**src/spec_mem_pkg.sv**
```systemverilog
// Fixed 18-bit flat map of the 128K/+3 paging core with ROM at flat bit 17; no Pentagon/Profi banks
package spec_mem_pkg;

	// ==============================
	// Machine model
	// ==============================
	typedef enum logic [1:0] {
		MODEL_48,
		MODEL_128,
		MODEL_PLUS3
	} model_e;

	// ==============================
	// Flat address layout
	// ==============================
	// {region, bank, offset}
	localparam int FLAT_ADDR_W = 18;
	localparam int BANK_W      = 3;
	localparam int SLOT_OFS_W  = 14;

	localparam logic ROM_REGION = 1'b1; // Flat bit 17 for ROM

	// Normal mode RAM in 4000-7FFF and 8000-BFFF
	localparam logic [BANK_W-1:0] FIXED_BANK_SLOT1 = 3'd5;
	localparam logic [BANK_W-1:0] FIXED_BANK_SLOT2 = 3'd2;

	// +3 all-RAM layouts, indexed [mode][slot]
	// Mode 0: 0,1,2,3  mode 1: 4,5,6,7  mode 2: 4,5,6,3  mode 3: 4,7,6,3
	localparam logic [3:0][3:0][BANK_W-1:0] SPECIAL_MAP = {
		{3'd3, 3'd6, 3'd7, 3'd4}, // Mode 3
		{3'd3, 3'd6, 3'd5, 3'd4}, // Mode 2
		{3'd7, 3'd6, 3'd5, 3'd4}, // Mode 1
		{3'd3, 3'd2, 3'd1, 3'd0}  // Mode 0
	};

	// ==============================
	// Memory request
	// ==============================
	typedef struct packed {
		logic [FLAT_ADDR_W-1:0] addr;
		logic                   rd;
		logic                   we; // Already masked for ROM
	} mem_req_t;

endpackage

```
**src/spec_port_pkg.sv**
```systemverilog
// CPU bus and port types; bus strobes are active-low Z80 levels, data is the CPU output byte only
package spec_port_pkg;

	// ==============================
	// CPU bus as seen by the core
	// ==============================
	typedef struct packed {
		logic [15:0] addr;
		logic [7:0]  dout;   // CPU write data
		logic        mreq_n;
		logic        iorq_n;
		logic        rd_n;
		logic        wr_n;
		logic        m1_n;   // Low in opcode fetch and int ack
	} cpu_bus_t;

	// Decoded port write
	typedef enum logic [1:0] {
		OP_NONE,
		OP_7FFD,
		OP_1FFD,
		OP_ULA
	} port_op_e;

	typedef struct packed {
		port_op_e   op;
		logic [7:0] data;
	} port_cmd_t;

	// Paging latches
	typedef struct packed {
		logic [7:0] p7ffd;
		logic [7:0] p1ffd;
	} page_state_t;

	// ==============================
	// Register bit positions
	// ==============================
	// 7FFD
	localparam logic [2:0] P7_RAM_LSB  = 3'd0; // RAM bank in C000-FFFF, 3 bits
	localparam logic [2:0] P7_SCR_BIT  = 3'd3;
	localparam logic [2:0] P7_ROM_BIT  = 3'd4;
	localparam logic [2:0] P7_LOCK_BIT = 3'd5;

	// 1FFD
	localparam logic [2:0] P3_SPECIAL_BIT = 3'd0;
	localparam logic [2:0] P3_MODE_LSB    = 3'd1; // 2 bits
	localparam logic [2:0] P3_ROM_BIT     = 3'd2; // Shared with mode bit 1

	// FE
	localparam logic [2:0] ULA_MIC_BIT = 3'd3;
	localparam logic [2:0] ULA_EAR_BIT = 3'd4;

endpackage
```
**src/bus_control.sv**
```systemverilog
// Port decode for 7FFD, 1FFD and FE; one command per I/O write edge, no paging on 48K or when locked
module bus_control (
	input  logic                      clk_sys,
	input  logic                      reset,
	input  spec_mem_pkg::model_e      model,
	input  spec_port_pkg::cpu_bus_t   bus,
	input  spec_port_pkg::page_state_t state,
	output spec_port_pkg::port_cmd_t  cmd,
	output spec_mem_pkg::model_e      cur_model
);

	spec_mem_pkg::model_e    model_q;
	spec_port_pkg::port_op_e op_q;
	spec_port_pkg::port_op_e op_next;
	logic [7:0]              data_q;
	logic                    io_wr;
	logic                    io_wr_q;
	logic                    plus3;
	logic                    paging_ok;
	logic                    sel_ula;
	logic                    sel_7ffd;
	logic                    sel_1ffd;

	// Model only changes across reset
	always_ff @(posedge clk_sys) begin
		if (reset)
			model_q <= model;
	end

	assign plus3 = (model_q == spec_mem_pkg::MODEL_PLUS3);

	// ==============================
	// Port decode
	// ==============================
	assign io_wr = ~bus.iorq_n & ~bus.wr_n & bus.m1_n; // Not int ack

	assign sel_ula  = ~bus.addr[0];
	assign sel_7ffd = ~bus.addr[15] & ~bus.addr[1] & bus.addr[0]
		& (bus.addr[14] | ~plus3); // +3 needs A14 high
	assign sel_1ffd = plus3 & (bus.addr[15:12] == 4'b0001) & ~bus.addr[1] & bus.addr[0];

	assign paging_ok = (model_q != spec_mem_pkg::MODEL_48)
		& ~state.p7ffd[spec_port_pkg::P7_LOCK_BIT];

	always_comb begin
		op_next = spec_port_pkg::OP_NONE;
		if (io_wr & ~io_wr_q) begin
			if (sel_ula)
				op_next = spec_port_pkg::OP_ULA;
			else if (sel_7ffd & paging_ok)
				op_next = spec_port_pkg::OP_7FFD;
			else if (sel_1ffd & paging_ok)
				op_next = spec_port_pkg::OP_1FFD;
		end
	end

	// ==============================
	// Command register
	// ==============================
	always_ff @(posedge clk_sys) begin
		if (reset) begin
			io_wr_q <= 1'b0;
			op_q    <= spec_port_pkg::OP_NONE;
		end else begin
			io_wr_q <= io_wr;
			op_q    <= op_next; // One-cycle pulse
		end
	end

	always_ff @(posedge clk_sys) begin
		data_q <= bus.dout;
	end

	assign cmd.op     = op_q;
	assign cmd.data   = data_q;
	assign cur_model  = model_q;

endmodule

```
**src/mem_mapper.sv**
```systemverilog
// CPU address to flat ROM/RAM address, purely combinational; assumes memory is always ready
module mem_mapper (
	input  spec_port_pkg::cpu_bus_t    bus,
	input  spec_port_pkg::page_state_t state,
	input  spec_mem_pkg::model_e       cur_model,
	output spec_mem_pkg::mem_req_t     mem,
	output logic                       scr_page
);

	logic [1:0]                          slot;
	logic [spec_mem_pkg::SLOT_OFS_W-1:0] ofs;
	logic                                plus3;
	logic                                special;
	logic [1:0]                          special_mode;
	logic [1:0]                          rom_num;
	logic [spec_mem_pkg::BANK_W-1:0]     bank;
	logic                                rom_sel;
	logic                                region;

	assign slot = bus.addr[15:14];
	assign ofs  = bus.addr[13:0];

	assign plus3        = (cur_model == spec_mem_pkg::MODEL_PLUS3);
	assign special      = plus3 & state.p1ffd[spec_port_pkg::P3_SPECIAL_BIT];
	assign special_mode = state.p1ffd[spec_port_pkg::P3_MODE_LSB +: 2];

	// ROM number per model
	always_comb begin
		case (cur_model)
			spec_mem_pkg::MODEL_128:
				rom_num = {1'b0, state.p7ffd[spec_port_pkg::P7_ROM_BIT]};
			spec_mem_pkg::MODEL_PLUS3:
				rom_num = {state.p1ffd[spec_port_pkg::P3_ROM_BIT],
					state.p7ffd[spec_port_pkg::P7_ROM_BIT]};
			default:
				rom_num = 2'b01; // 48K BASIC
		endcase
	end

	// ==============================
	// Slot to bank
	// ==============================
	always_comb begin
		rom_sel = 1'b0;
		if (special) begin
			bank = spec_mem_pkg::SPECIAL_MAP[special_mode][slot]; // All RAM
		end else begin
			case (slot)
				2'd0: begin
					bank    = {plus3, rom_num};
					rom_sel = 1'b1;
				end
				2'd1: bank = spec_mem_pkg::FIXED_BANK_SLOT1;
				2'd2: bank = spec_mem_pkg::FIXED_BANK_SLOT2;
				default: begin
					if (cur_model == spec_mem_pkg::MODEL_48)
						bank = '0;
					else
						bank = state.p7ffd[spec_port_pkg::P7_RAM_LSB +: spec_mem_pkg::BANK_W];
				end
			endcase
		end
	end

	assign region = rom_sel ? spec_mem_pkg::ROM_REGION : ~spec_mem_pkg::ROM_REGION;

	assign mem.addr = {region, bank, ofs};
	assign mem.rd   = ~bus.mreq_n & ~bus.rd_n;
	assign mem.we   = ~bus.mreq_n & ~bus.wr_n & ~rom_sel; // ROM is read only

	assign scr_page = state.p7ffd[spec_port_pkg::P7_SCR_BIT];

endmodule

```
**src/port_registers.sv**
```systemverilog
// Paging and ULA latches; commands arrive pre-qualified, so lock and model are not checked here
module port_registers (
	input  logic                       clk_sys,
	input  logic                       reset,
	input  spec_port_pkg::port_cmd_t   cmd,
	output spec_port_pkg::page_state_t state,
	output logic [2:0]                 border,
	output logic                       ear,
	output logic                       mic
);

	logic [7:0] p7ffd_q;
	logic [7:0] p1ffd_q;
	logic [2:0] border_q;
	logic       ear_q;
	logic       mic_q;

	// ==============================
	// Paging latches
	// ==============================
	always_ff @(posedge clk_sys) begin
		if (reset) begin
			p7ffd_q <= '0;
			p1ffd_q <= '0;
		end else begin
			case (cmd.op)
				spec_port_pkg::OP_7FFD: p7ffd_q <= cmd.data;
				spec_port_pkg::OP_1FFD: p1ffd_q <= cmd.data;
				default: ;
			endcase
		end
	end

	// ==============================
	// ULA port FE
	// ==============================
	always_ff @(posedge clk_sys) begin
		if (reset) begin
			border_q <= '0;
			ear_q    <= 1'b0;
			mic_q    <= 1'b0;
		end else if (cmd.op == spec_port_pkg::OP_ULA) begin
			border_q <= cmd.data[2:0];                     // Border colour
			ear_q    <= cmd.data[spec_port_pkg::ULA_EAR_BIT];
			mic_q    <= cmd.data[spec_port_pkg::ULA_MIC_BIT];
		end
	end

	assign state.p7ffd = p7ffd_q;
	assign state.p1ffd = p1ffd_q;

	assign border = border_q;
	assign ear    = ear_q;
	assign mic    = mic_q;

endmodule

```
**src/spec_mem_top.sv**
```systemverilog
// Paging core top; model is sampled only while reset is high, port writes land 2 cycles after the edge
module spec_mem_top (
	input  logic                    clk_sys,
	input  logic                    reset,
	input  spec_mem_pkg::model_e    model,
	input  spec_port_pkg::cpu_bus_t bus,
	output spec_mem_pkg::mem_req_t  mem,
	output logic                    scr_page,
	output logic [2:0]              border,
	output logic                    ear,
	output logic                    mic
);

	spec_port_pkg::port_cmd_t   cmd;
	spec_port_pkg::page_state_t state;
	spec_mem_pkg::model_e       cur_model;

	// ==============================
	// Port decode and latches
	// ==============================
	bus_control u_bus_control (
		.clk_sys   (clk_sys),
		.reset     (reset),
		.model     (model),
		.bus       (bus),
		.state     (state),     // Lock feedback
		.cmd       (cmd),
		.cur_model (cur_model)
	);

	port_registers u_port_registers (
		.clk_sys (clk_sys),
		.reset   (reset),
		.cmd     (cmd),
		.state   (state),
		.border  (border),
		.ear     (ear),
		.mic     (mic)
	);

	// ==============================
	// Address mapping
	// ==============================
	mem_mapper u_mem_mapper (
		.bus       (bus),
		.state     (state),
		.cur_model (cur_model),
		.mem       (mem),
		.scr_page  (scr_page)
	);

endmodule

```
**config.mk**
```make
export PLATFORM = sky130hd
export DESIGN_NAME = spec_mem_top
export DESIGN_NICKNAME = d
export VERILOG_FILES = /design/src/spec_mem_pkg.sv /design/src/spec_port_pkg.sv /design/src/bus_control.sv /design/src/mem_mapper.sv /design/src/port_registers.sv /design/src/spec_mem_top.sv
export SDC_FILE = /design/constraint.sdc
export NUM_CORES = 1
export LEC_CHECK = 0
export ABC_AREA = 1
export ABC_CLOCK_PERIOD_IN_PS = 2700
export BUFFER_PORTS_ARGS = -buffer_cell sky130_fd_sc_hd__clkbuf_2
export CAP_MARGIN = 20
export CORE_ASPECT_RATIO = 0.6
export CORE_UTILIZATION = 53
export CTS_BUF_LIST = sky130_fd_sc_hd__clkbuf_4 sky130_fd_sc_hd__clkbuf_8 sky130_fd_sc_hd__clkbuf_16
export DETAILED_ROUTE_END_ITERATION = 6
export HOLD_SLACK_MARGIN = 0.12
export PLACE_DENSITY = 0.95
export SLEW_MARGIN = 20
export SYNTH_ARGS = -nofsm -noshare
export SYNTH_HDL_FRONTEND = slang
export SYNTH_HIERARCHICAL = 1
export SYNTH_SLANG_ARGS = --single-unit
export TNS_END_PERCENT = 20
```
**constraint.sdc**
```tcl
create_clock -name clk_sys -period 2.7 [get_ports clk_sys]
set_input_delay 0.675 -clock clk_sys [delete_from_list [all_inputs] [get_ports clk_sys]]
set_output_delay 0.675 -clock clk_sys [all_outputs]
set_load 0.05 [all_outputs]
```
* Word-level counts from Yosys, hierarchy flattened *
Cells that the tools add are included.

word-level totals
  register bits after elaboration = 25
  output and inout bits = 26
  logic and storage cells = 65

operators by class
  $lt $le $gt $ge = 2
  equal/unequal tests = 8
  multiplexer cells = 14
  bitwise logic cells = 28
  reductions and logical operators = 4

operators with widths
  kind                                                                           count
  12-bit binary-select mux with 2-bit select                                     1
  1-bit bitwise AND                                                              16
  12-bit 2-to-1 mux                                                              1
  1-bit NOT                                                                      11
  3-bit 2-to-1 mux                                                               3
  3-bit one-hot mux with 3 select lines                                          1
  2-bit == test (second input constant)                                          4
  3-bit binary-select mux with 2-bit select                                      1
  2-bit by 1-bit == test with 1-bit output (second input constant)               3
  2-bit by 3-bit less-than comparator with 1-bit output (second input constant)  2
  2-bit 2-to-1 mux                                                               3
  4-bit by 1-bit == test with 1-bit output (second input constant)               1
  2-bit zero test                                                                2
  2-bit one-hot mux with 2 select lines                                          1
  1-bit 2-to-1 mux                                                               3
  2-bit nonzero test                                                             1
  2-bit OR reduction                                                             1
  1-bit bitwise OR                                                               1

* Logic depth before layout (Yosys ltp) *
Gate-level depths: netlist of run 1.

  depth in word-level cells = 8
  mapped depth = 9
  depth with buffers taken out = 9

* Modules after synthesis *
Netlist of run 1, hierarchy kept.

by module, submodules not included
  module          instances  cells an instance  area an instance (um2)  sequential area each (um2)
  port_registers  1          119                892.1                   420.4
  bus_control     1          35                 377.9                   280.3
  mem_mapper      1          58                 342.8                   0.0

* Worst setup path before layout of run 1 *
OpenSTA, ideal clock, no wires.

  path kind = input to output
  start = in bus[27] in the netlist's numbering
  end = out mem[0] in the netlist's numbering
  arrival time = 1.535 ns
  data required time = 2.025 ns
  path slack = 0.490 ns
  cell stages on the path = 5
  buffers on the path = 1
  path through = buf_6 nor2_2 nand2_1 inv_1 nor3_2

RTL lines
  element             line               RTL
  start: declaration  spec_mem_top.sv:6  input spec_port_pkg::cpu_bus_t bus,
  end: declaration    spec_mem_top.sv:7  output spec_mem_pkg::mem_req_t mem,

==> impl.org, run 1 <==
** Outcome
- The run finished with clean final reports.

** Timing
- For the pin with the worst max-slew slack, the measured transition is 619 ps.
- Post-route minimum period :: 2440 ps
- Setup repair after global routing missed its margin :: false
- In the finished design, the share of the clock period the worst path needs comes to 0.904.
- Setup violations remaining at the end of the flow were counted as 0.
- Number of pins exceeding their max-slew limit in the final report :: 0
- Timing would allow up to 410 MHz.
- The final hold violation count was 0.
- Fin Setup TNS :: 0 ps
- Worst slew slack as a fraction of its limit :: 0.586
- Between clock sinks in the finished design, the worst skew comes to 2.61 ps.

** Final layout
- In the final layout, the share of cells above drive strength 1 is 0.272.
- Area occupied by registers :: 520 sq um
- Number of filler cells placed in the layout :: 207
- Layout overhead on the synthesized area :: 6.30%
- In the final design database the tool counted 228 nets.
- Antenna diode count :: 0
- The multi-input combinational cells in the finished layout cover a total of 512 sq um.

** Die
- The initialized floorplan defines 13 standard-cell rows.
- Starting utilization of the core area :: 0.584
- In this run the standard cell core region covers 2240 sq um.
- Die Y :: 40.5 microns
- The die covers 2680 sq um.
- I/O Pins :: 59
- From left edge to right edge, the die measures 66.2 microns.

** Clock tree
- In this run the clock root is driven by a clkbuf_8.
- Clock insertion delay at the later pin of the skew report :: 260 ps
- Counting the buffers created by CTS gives 3.
- Buffer levels on the longest clock path :: 2
- Hold-fix buffers at CTS :: 0
- After clock tree synthesis, the clock-pin slew on the worst setup and hold paths is 80 ps.
- Number of H-tree branching levels :: 1
- After clock tree synthesis, the repair step resized 0 gates.
- The clock net in this run drives a total of 25 sinks.
- TritonCTS clock tree :: yes
- # Post-CTS Setup Buffers :: 0

** Global route
- The first global-routing pass estimated 3760 microns of wire.
- The total overflow left after global routing is 0.
- GRT Util Overall :: 0.201
- Entering global routing, the biggest net connects 15 pins.
- Via count of the first global-routing pass :: 840
- The number of antenna violations at the first check in global routing was 0.

** Yosys
- Warnings, synthesis :: 6
- The average instance in the mapped netlist occupies 7.58 sq um.
- The cell count after synthesis came out at 173.
- After synthesis the cells add up to 1310 sq um.
- Nets in the synthesized netlist :: 209

** Detailed routing
- Residual DRC count :: 0
- Number of optimization iterations in the first detailed-route pass :: 4
- For this block, the initial DRC count from the detailed router was 89.
- Dividing the detail-routed wire length by the instance count gives 10.4 microns.
- Wires add up to 2300 microns.
- Detail-routed via count per cell :: 4.66
- Once detail routing completed, the nets flagged for antenna violations numbered 0.
- Across all layers, the routed design uses 1029 vias.

** Power and ir drop
- Maximum vdd drop :: 357 uV
- Total power consumption of the routed design :: 0.725 mW
- Combinational share of power :: 0.151
- Cell leakage power :: 0.689 nW
- The share of total power dissipated in the clock network is 0.305.
- Proportion of power drawn by flip-flops and latches :: 0.544
- P_int :: 0.534 mW
- P per Cell Area :: 520 nW/um^2
- For this design the total switching power over the nets is 0.191 mW.
- Of the total power, the share spent switching nets is 0.264.

** Critical path
- Dominant cell type by count on the critical path :: nand2_2
- The signal on the critical path passes through inv_1 -> ha_1 -> nand2_2 -> inv_2 -> nand2_2 -> nor2_2 -> o21ai_1 -> nand2_1 -> clkbuf_2.
- Data on the critical path arrives at its endpoint at 1760 ps.
- Required time of the worst setup path :: 2030 ps
- STA classifies the critical path endpoint as an output pin.
- The largest single stage delay on the critical path is 430 ps.
- Along the worst path, the maximum fanout reaches 5.
- The largest individual stage delay along the critical path comes from the cell edfxtp_1.
- The worst setup path is launched from a flip-flop.
- The worst setup path is of the reg2out kind.

** Worst hold path
- Worst min path class :: reg2reg

** Placement
- Gpl congestion :: 0.770
- Sum of net half-perimeters after detailed placement :: 1800 microns
- The count of buffers added on input and output ports is 36.

** Job
- Max-cap violations :: 0
## final timing paths
| kind | end | cells after the start | slack, ps | start |
|---|---|---|---|---|
| hold reg to reg | u_port_registers/ear | 2 | 460 | u_port_registers/ear |
| hold / removal | u_port_registers/ear | 2 | 460 | u_port_registers/ear |
| setup reg to reg | u_port_registers/mic | 3 | 1440 | u_bus_control/op_q[0] |
| setup / recovery | mem[17] | 9 | 260 | u_bus_control/cur_model[0] |
## sequential cells by signal (all words and copies together), names as in the netlist
register                  count
u_bus_control/cur_model       2
u_bus_control/data_q          6
u_bus_control/io_wr_q         1
u_bus_control/op_q            2
u_port_registers/border       3
u_port_registers/ear          1
u_port_registers/mic          1
u_port_registers/p1ffd_q      3
u_port_registers/p7ffd_q      6
## cells in the final DEF, fill, tap and decap left out
master    count
clkbuf_4      1
o21ai_0       1
o211ai_1      1
o21ai_1       1
nor2_2        4
nand3_1      18
inv_1        21
inv_2         1
nor3_2        1
nand4_1       2
edfxtp_1      2
clkbuf_2     36
a21oi_1       7
ha_1          3
nand2_2       2
nor4_1        1
nor2_1       25
clkbuf_8      3
nand2_1      33
dfxtp_1      23
inv_4         2
nand3b_1      1
nor2_8        2
## worst max-delay path, delay by kind of cell (launching register included)
kind	cells	cell delay, ps
buf+inv	3	450
flops	1	430
simple gates	4	310
fa+ha+maj	1	260
compound gates	1	60
## cell type report
class / instances / area share
Timing Repair Buffer: 36 / 0.129
Tap cell: 30 / 0.0269
Clock buffer: 4 / 0.0350
Inverter: 24 / 0.0682
Sequential cell: 25 / 0.373
Multi-Input combinational cell: 102 / 0.367
## metrics by stage
stage | setup WS, ps | util | hold slack [ps] | cell area [sq um] | instances
floorplan | 490 | - | 442 | 1310 | 173
global placement | 519 | 0.599 | 451 | 1350 | 217
detailed placement | 510 | 0.599 | 453 | 1350 | 217
CTS | 254 | 0.621 | 465 | 1390 | 221
global route | 153 | 0.621 | 492 | 1390 | 221
finish | 260 | 0.621 | 462 | 1390 | 221
## power groups by stage
stage          registers (mW)  logic (mW)  clock network (mW)
6_report                0.394       0.109               0.221
5_1_grt                 0.396       0.121               0.243
4_1_cts                 0.394       0.110               0.229
3_5_place_dp            0.403       0.109                   0
3_3_place_gp            0.402       0.106                   0
2_1_floorplan           0.399       0.126                   0
## layer usage
layer / global-route usage / wire (microns) / vias to the layer above
li1: - / - / 558
met1: 0.259 / 1170 / 428
met2: 0.334 / 954 / 43
met3: 0.0625 / 181 / 0
met4: 0.0479 / 0 / 0
met5: 0 / 0 / -
No activity file was read; power rests on OpenSTA's default activity.
==> run 2: changes to the inputs <==
- CORE_UTILIZATION: 53 -> 45
- PLACE_DENSITY: 0.95 -> 0.84
==> run 2 against run 1 <==
Effect of this change: final cell count is 0.90% higher; fmax rose by 0.59%; clock skew increased by 5.5 ps; die area up 17%; worst hold slack improved by 6.0 ps; combinational power barely moved; non-clock buffer count unchanged; worst setup slack better by 14 ps; register-to-register slack worse by 60 ps; power down 1.4%.
==> impl.org, run 2 (synthesis gave the netlist of run 1 again) <==
** Timing
- The total negative slack came to 0 ps (unchanged).
- The final-report setup violation count is 0 (unchanged).
- Worst slew pin tran :: 665 ps (+45.2 ps)
- The final-layout worst hold slack came to 468 ps (+5.96 ps).
- Number of pins exceeding their max-slew limit in the final report :: 0 (unchanged)
- Final clock period utilization by the worst path :: 0.898 (-0.00533)
- Worst Clk Skew :: 8.12 ps (+5.52 ps)
- Setup repair after global routing left no endpoint under its margin.
- The tightest slew margin relative to the limit is 0.556 (-0.0302).
- The final period demand of the worst path came to 2430 ps (-14.4 ps).
- The final hold violation count was 0 (unchanged).
- The highest clock frequency the design can meet came to 412 MHz (+0.59%).

** Power and ir drop
- The switching power share of the total was 0.270 (+0.00643).
- Proportion of power drawn by flip-flops and latches :: 0.552 (+0.008)
- P_int :: 0.521 mW (-2.3%)
- Power spent charging and discharging nets :: 0.193 mW (+0.96%)
- The fraction of power consumed by combinational cells came to 0.151 (about the same).
- The static leakage was 0.689 nW (-0.10%).
- The total power density per cell area came to 512 nW/um^2 (-1.4%).
- The peak ir drop on the vdd network is 327 uV (-8.4%).
- Clock power share :: 0.297 (-0.008)

** Die
- Die Area :: 3140 sq um (+17%)
- The starting density of the core was 0.499 (-0.0851).
- Width of the die :: 71.7 microns (+8.3%)
- The core box area came to 2630 sq um (+17%).
- Die Y :: 43.8 microns (+8.1%)
- Row count :: 14 (+1)
- I/O Pins :: 59 (unchanged)

** Detailed routing
- DR iter-0 viols :: 23 (-74%)
- The overall routed net length was 2240 microns (-2.7%).
- Number of nets with antenna violations after routing :: 0 (unchanged)
- Number of optimization iterations in the first detailed-route pass :: 2 (-2)
- Residual DRC count :: 0 (unchanged)
- Detail-routed via count per cell :: 4.66 (+0.16%)
- The detailed-route wire length per cell is 10.0 microns (-3.6%).
- The total number of vias was 1040 (+1.1%).

** Clock tree
- The clock network latency to the later pin of the worst-skew pair was 270 ps (about the same).
- Reg clk slew, reported paths :: 80 ps (about the same)
- TritonCTS built the clock tree.
- Number of H-tree branching levels :: 1 (unchanged)
- The clock sink count is 25 (unchanged).
- Buffer levels on the longest clock path :: 2 (unchanged)
- Resized cells post-CTS :: 0 (unchanged)
- # Post-CTS Setup Buffers :: 0 (unchanged)
- The tree is rooted in a clkbuf_8.
- TritonCTS buffer count :: 3 (unchanged)
- Hold-fix buffers at CTS :: 0 (unchanged)

** Critical path
- The worst setup path is launched from a flip-flop.
- The count of buffering cells on the critical path with inverters included was 3 (unchanged).
- In this design, the critical path's most frequently occurring cell is nand2_2.
- Highest-delay cell along the critical path :: edfxtp_1
- Critical path's largest stage delay :: 430 ps (about the same)
- Required time of the worst setup path :: 2030 ps (about the same)
- Beginning of the worst register-to-register path :: u_bus_control/op_q[0]
- Endpoint of the worst register-to-register path :: u_port_registers/border[0]
- Data arrival, critical path :: 1750 ps (about the same)
- Sort of element at the end of the critical path :: output pin
- The cell family contributing the most delay on the critical path is buffers and inverters.
- The register-to-register setup slack is 1380 ps (-60 ps).
- The maximum fanout along the worst path came to 5 (unchanged).
- The critical path is of the reg2out type.
- Cells traversed along the worst timing path :: inv_1 -> ha_1 -> nand2_2 -> inv_2 -> nand2_2 -> nor2_2 -> o21ai_1 -> nand2_1 -> clkbuf_2
- The number of cells traversed by the worst register-to-register path was 3 (unchanged).

** Global route
- The maximum number of pins on one net before global-route repair came to 15 (unchanged).
- The global-route congestion overflow total was 0 (unchanged).
- The via count of the first global-routing pass was 858 (+2.1%).
- Wire length of the first global-routing pass :: 3620 microns (-3.9%)
- The number of antenna violations at the first check in global routing came to 0 (unchanged).
- GRT Util Overall :: 0.154 (-0.0466)

** Placement
- The post-DP HPWL came to 1750 microns (-3.1%).
- Gpl congestion :: 0.786 (+2.1%)
- The number of cells after detailed placement came to 219 (+0.92%).
- The number of buffer cells added on primary ports was 36 (unchanged).
- Cell area after placement :: 1350 sq um (+0.19%)

** Job
- Max-cap violations :: 0 (unchanged)

** Final layout
- Post-route cell area :: 1390 sq um (unchanged)
- Leading cell types in the layout, fill and taps excluded :: clkbuf_2, nand2_1, nor2_1
- Largest registers ranked by flip-flop count :: u_bus_control/data_q x6, u_port_registers/p7ffd_q x6
- NumNets Final :: 228 (unchanged)
- The share of cells above drive strength 1 is 0.272 (unchanged).
- The multi-input logic area came to 512 sq um (unchanged).
- The library cell used most frequently in the layout, excluding fill and tap cells, is clkbuf_2.
- Number of filler cells placed in the layout :: 261 (+26%)
- Area occupied by registers :: 520 sq um (unchanged)
- The final cell count without fillers was 223 (+0.90%).
- The antenna diode instance count was 0 (unchanged).
- The growth of design area from synthesis to finish was 6.30% (unchanged).

** Worst hold path
- For hold timing, the worst endpoint is u_port_registers/border[2].
- Startpoint of the lowest-slack hold path :: u_port_registers/border[2]
- The path class of the tightest hold or removal check is reg2reg.
- Cell depth of the worst hold path :: 2 (unchanged)

** Outcome
- Result of the run :: finished, final reports clean
run 2: how the worst max path moves through the flow:
stage / start / end / slack [ps] / cells after the start
finish: u_bus_control/cur_model[0] / mem[17] / 270 / 9
floorplan: bus[27] / mem[0] / 490 / 5
detailed placement: bus[27] / mem[17] / 510 / 7
global placement: bus[27] / mem[17] / 520 / 7
global route: u_bus_control/cur_model[0] / mem[17] / 160 / 9
CTS: u_bus_control/cur_model[0] / mem[17] / 280 / 9
run 2: layer usage:
metal  GRT usage  wire, microns  up-vias
met5           0              0        -
met4      0.0471             29        0
met3      0.0558            152        4
met2       0.219            823       37
met1       0.218           1240      445
li1            -              -      554
run 2: worst reg2reg max path: cells and delay by family, from the launching register on:
| family | cells | cell delay [ps] |
|---|---|---|
| compound gates | 1 | 60 |
| simple gates | 2 | 390 |
| flops | 1 | 750 |
run 2: power by group through the flow:
stage                     registers [mW]  clock network, mW  logic, mW
after detailed placement           0.403                  0      0.108
after global placement             0.403                  0      0.106
after floorplan                    0.399                  0      0.126
final                              0.394              0.212      0.108
after CTS                          0.394              0.218      0.109
after global routing               0.396              0.236      0.119
run 2: final cells by class:
| type | instances | share of cell area |
|---|---|---|
| clock buffer | 3 | 0.0296 |
| clock inverter | 1 | 0.00359 |
| inverter | 24 | 0.0682 |
| multi-input combinational | 102 | 0.367 |
| sequential | 25 | 0.373 |
| tap | 32 | 0.0287 |
| timing repair buffer | 36 | 0.129 |
run 2: per-stage QoR:
step,power [mW],utilization,setup slack [ps]
after global placement,0.509,0.513,522
after detailed placement,0.511,0.513,514
final,0.714,0.530,274
after floorplan,0.525,-,490
after global routing,0.751,0.530,158
after CTS,0.721,0.530,279
==> run 3: changes to the inputs <==
- ABC_CLOCK_PERIOD_IN_PS: 2700 -> 2800
- CORE_ASPECT_RATIO: 0.6 -> unset
- clock period: 2.7 -> 2.8 ns (I/O delays scaled with it)
==> run 3 against run 2 <==
Effect of this change: non-clock buffer count unchanged; worst hold slack improved by 6.0 ps; highest routed layer unchanged; worst setup slack improved by 50 ps; die area shrank 0.23%; clock-buffer cell count rose by 1; sequential share of layout area up 0.48 points; sequential power shrank 4%; global-route usage down 1.3 points; routed wire length fell by 9.1%.
==> impl.org, run 3 (synthesis gave the netlist of run 1 again) <==
** Global route
- The via count of the first global-routing pass is 904 (+5.4%).
- Largest net degree at the start of global routing :: 15 (unchanged)
- The global-route wire length before repair came to 3630 microns (+0.39%).
- The global-route congestion overflow total came to 0 (unchanged).
- Antenna violations before repair :: 0 (unchanged)
- The overall track demand over capacity in global routing came to 0.141 (-0.0132).

** Critical path
- The data arrival at the endpoint of the critical path was 1780 ps (+30 ps).
- The worst setup path is launched from a flip-flop.
- Cells traversed along the worst timing path :: inv_1 -> ha_1 -> nand2_2 -> inv_2 -> nand2_2 -> nor2_2 -> o21ai_1 -> nand2_1 -> clkbuf_2
- Sort of element at the end of the critical path :: output pin
- Beginning of the worst register-to-register path :: u_bus_control/op_q[0]
- Capture point of the worst path :: mem[17]
- The maximum fanout along the worst path was 5 (unchanged).
- Endpoint of the worst register-to-register path :: u_port_registers/border[1]
- Required time of the worst setup path :: 2100 ps (+70 ps)
- The maximum single-stage delay on the critical path is 430 ps (about the same).
- By startpoint and endpoint, the worst setup path is classified as reg2out.
- The register-to-register setup slack was 1510 ps (+130 ps).
- CP Launch Point :: u_bus_control/cur_model[0]
- Number of cells on the worst reg-to-reg path :: 3 (unchanged)
- Counting stages on the worst path, the most repeated cell is nand2_2.
- Highest-delay cell along the critical path :: edfxtp_1

** Final layout
- Ratio of cells with drive above 1 in the final layout :: 0.272 (unchanged)
- Relative to the synthesized area, the layout overhead comes to 4.96%.
- Multi-input combinational cell area :: 512 sq um (unchanged)
- In the final layout, the registers with the most flip-flops are u_bus_control/data_q x6, u_port_registers/p7ffd_q x6.
- Antenna diode count :: 0 (unchanged)
- The library cell used most frequently in the layout, excluding fill and tap cells, is clkbuf_2.
- Leading cell types in the layout, fill and taps excluded :: clkbuf_2, nand2_1, nor2_1
- The final-layout fill cell count was 279 (+6.9%).
- Area occupied by registers :: 520 sq um (unchanged)
- NumNets Final :: 228 (unchanged)

** Timing
- Setup repair after global routing left no endpoint under its margin.
- The final-layout worst hold slack came to 474 ps (+6.03 ps).
- The total negative slack was 0 ps (unchanged).
- Worst Clk Skew :: 5.25 ps (-2.88 ps)
- Fmax :: 404 MHz
- Number of pins exceeding their max-slew limit in the final report :: 0 (unchanged)
- Total of endpoints with negative setup slack in the final report :: 0 (unchanged)
- In the finished design, the share of the clock period the worst path needs comes to 0.884.
- The tightest slew margin relative to the limit is 0.582 (+0.0253).
- Worst slew pin tran :: 627 ps (-37.9 ps)
- Counting I/O delays and the setup requirement, the final critical path takes 2480 ps.
- The final hold violation count came to 0 (unchanged).

** Worst hold path
- The min-delay analysis places its worst path in the category reg2reg.

** Placement
- The post-DP HPWL is 1620 microns (-7.3%).
- Gpl congestion :: 0.746 (-5.2%)
- Port-buffer cells :: 36 (unchanged)

** Power and ir drop
- Cell leakage power :: 0.681 nW (-1.0%)
- The total power density per cell area came to 467 nW/um^2 (-8.9%).
- Maximum vdd drop :: 339 uV (+3.7%)

** Die
- Row count :: 19 (+5)
- Starting utilization of the core area :: 0.475 (-0.0235)
- I/O Pins :: 59 (unchanged)
- Die Area :: 3130 sq um (-0.23%)
- The horizontal die dimension was 56.0 microns (-22%).
- Die Y :: 56.0 microns (+28%)
- Core box area :: 2760 sq um (+5.0%)

** Detailed routing
- Number of nets with antenna violations after routing :: 0 (unchanged)
- Vias :: 993 (-4.5%)
- Residual DRC count :: 0 (unchanged)
- Detail-routed via count per cell :: 4.47 (-4.1%)
- Final Routed Wirelength :: 2040 microns (-9.1%)
- Number of optimization iterations in the first detailed-route pass :: 4 (+2)
- DR iter-0 viols :: 18 (-22%)
- The detailed-route wire length per cell is 9.17 microns (-8.7%).

** Clock tree
- Clock root cell :: clkbuf_4
- Clock insertion delay at the later pin of the skew report :: 300 ps (+30 ps)
- The number of buffers on the longest clock path came to 2 (unchanged).
- The clock sink count was 25 (unchanged).
- The clock transition at the register clock pins on the worst setup and hold paths after CTS was 120 ps (+40 ps).
- The post-cts gate resize count came to 0 (unchanged).
- Hold-fix buffers at CTS :: 0 (unchanged)
- The number of buffers created by CTS was 3 (unchanged).
- TritonCTS clock tree :: yes
- The H-tree depth came to 1 (unchanged).
- The number of buffers inserted to repair setup after CTS came to 0 (unchanged).

** Job
- The count of maximum capacitance violations came to 0 (unchanged).

** Outcome
- The flow ran to the end, and the final reports show no timing, DRC or antenna violations.
[run 3: cell types whose count changed in the layout (fill, tap and decap cells not counted), sizes merged]
cell    previous run  this run
clkbuf            39        40
clkinv             1         0
[run 3: area by class of cell]
cell class,instances,area share
Timing Repair Buffer,36,0.131
Inverter,24,0.0691
Sequential cell,25,0.378
Multi-Input combinational cell,102,0.372
Clock buffer,4,0.0218
Tap cell,31,0.0282
[run 3: per-layer routing]
metal,vias to the layer above,share of wire,track usage
met5,-,0,0
met1,418,0.46,0.180
met4,0,0.0079,0.0488
met2,20,0.48,0.241
li1,553,-,-
met3,2,0.056,0.0209
[run 3: power by group]
part           leakage (nW)  internal (mW)  total (mW)  switching, mW
combinational         0.455         0.0319       0.103         0.0714
clock                0.0184         0.0651       0.159         0.0940
sequential            0.208          0.371       0.380        0.00834
total                 0.681          0.468       0.642          0.174
[run 3: how the worst min path moves through the flow]
stage | from | to | slack (ps) | cells past startpoint
final | u_port_registers/mic | u_port_registers/mic | 470 | 2
after global routing | bus[6] | u_bus_control/data_q[1] | 460 | 1
after CTS | bus[5] | u_bus_control/data_q[0] | 480 | 1
after detailed placement | u_port_registers/border[2] | u_port_registers/border[2] | 460 | 2
after global placement | u_port_registers/mic | u_port_registers/mic | 450 | 2
after floorplan | u_bus_control/data_q[0] | u_port_registers/border[0] | 440 | 2
[run 3: worst max-delay path: cells and delay by family, from the launching register on]
family,cells,cell delay [ps]
simple gates,4,300
fa+ha+maj,1,250
buf+inv,3,450
flops,1,430
compound gates,1,60
[run 3: per-stage QoR]
stage | instance area [sq um] | setup WS (ps) | utilization | total power [mW] | cells
after floorplan | 1310 | 540 | - | 0.506 | 173
after global placement | 1350 | 556 | 0.488 | 0.490 | 218
after detailed placement | 1350 | 550 | 0.488 | 0.492 | 218
after CTS | 1380 | 303 | 0.499 | 0.652 | 222
after global routing | 1380 | 153 | 0.499 | 0.676 | 222
final | 1380 | 324 | 0.499 | 0.642 | 222
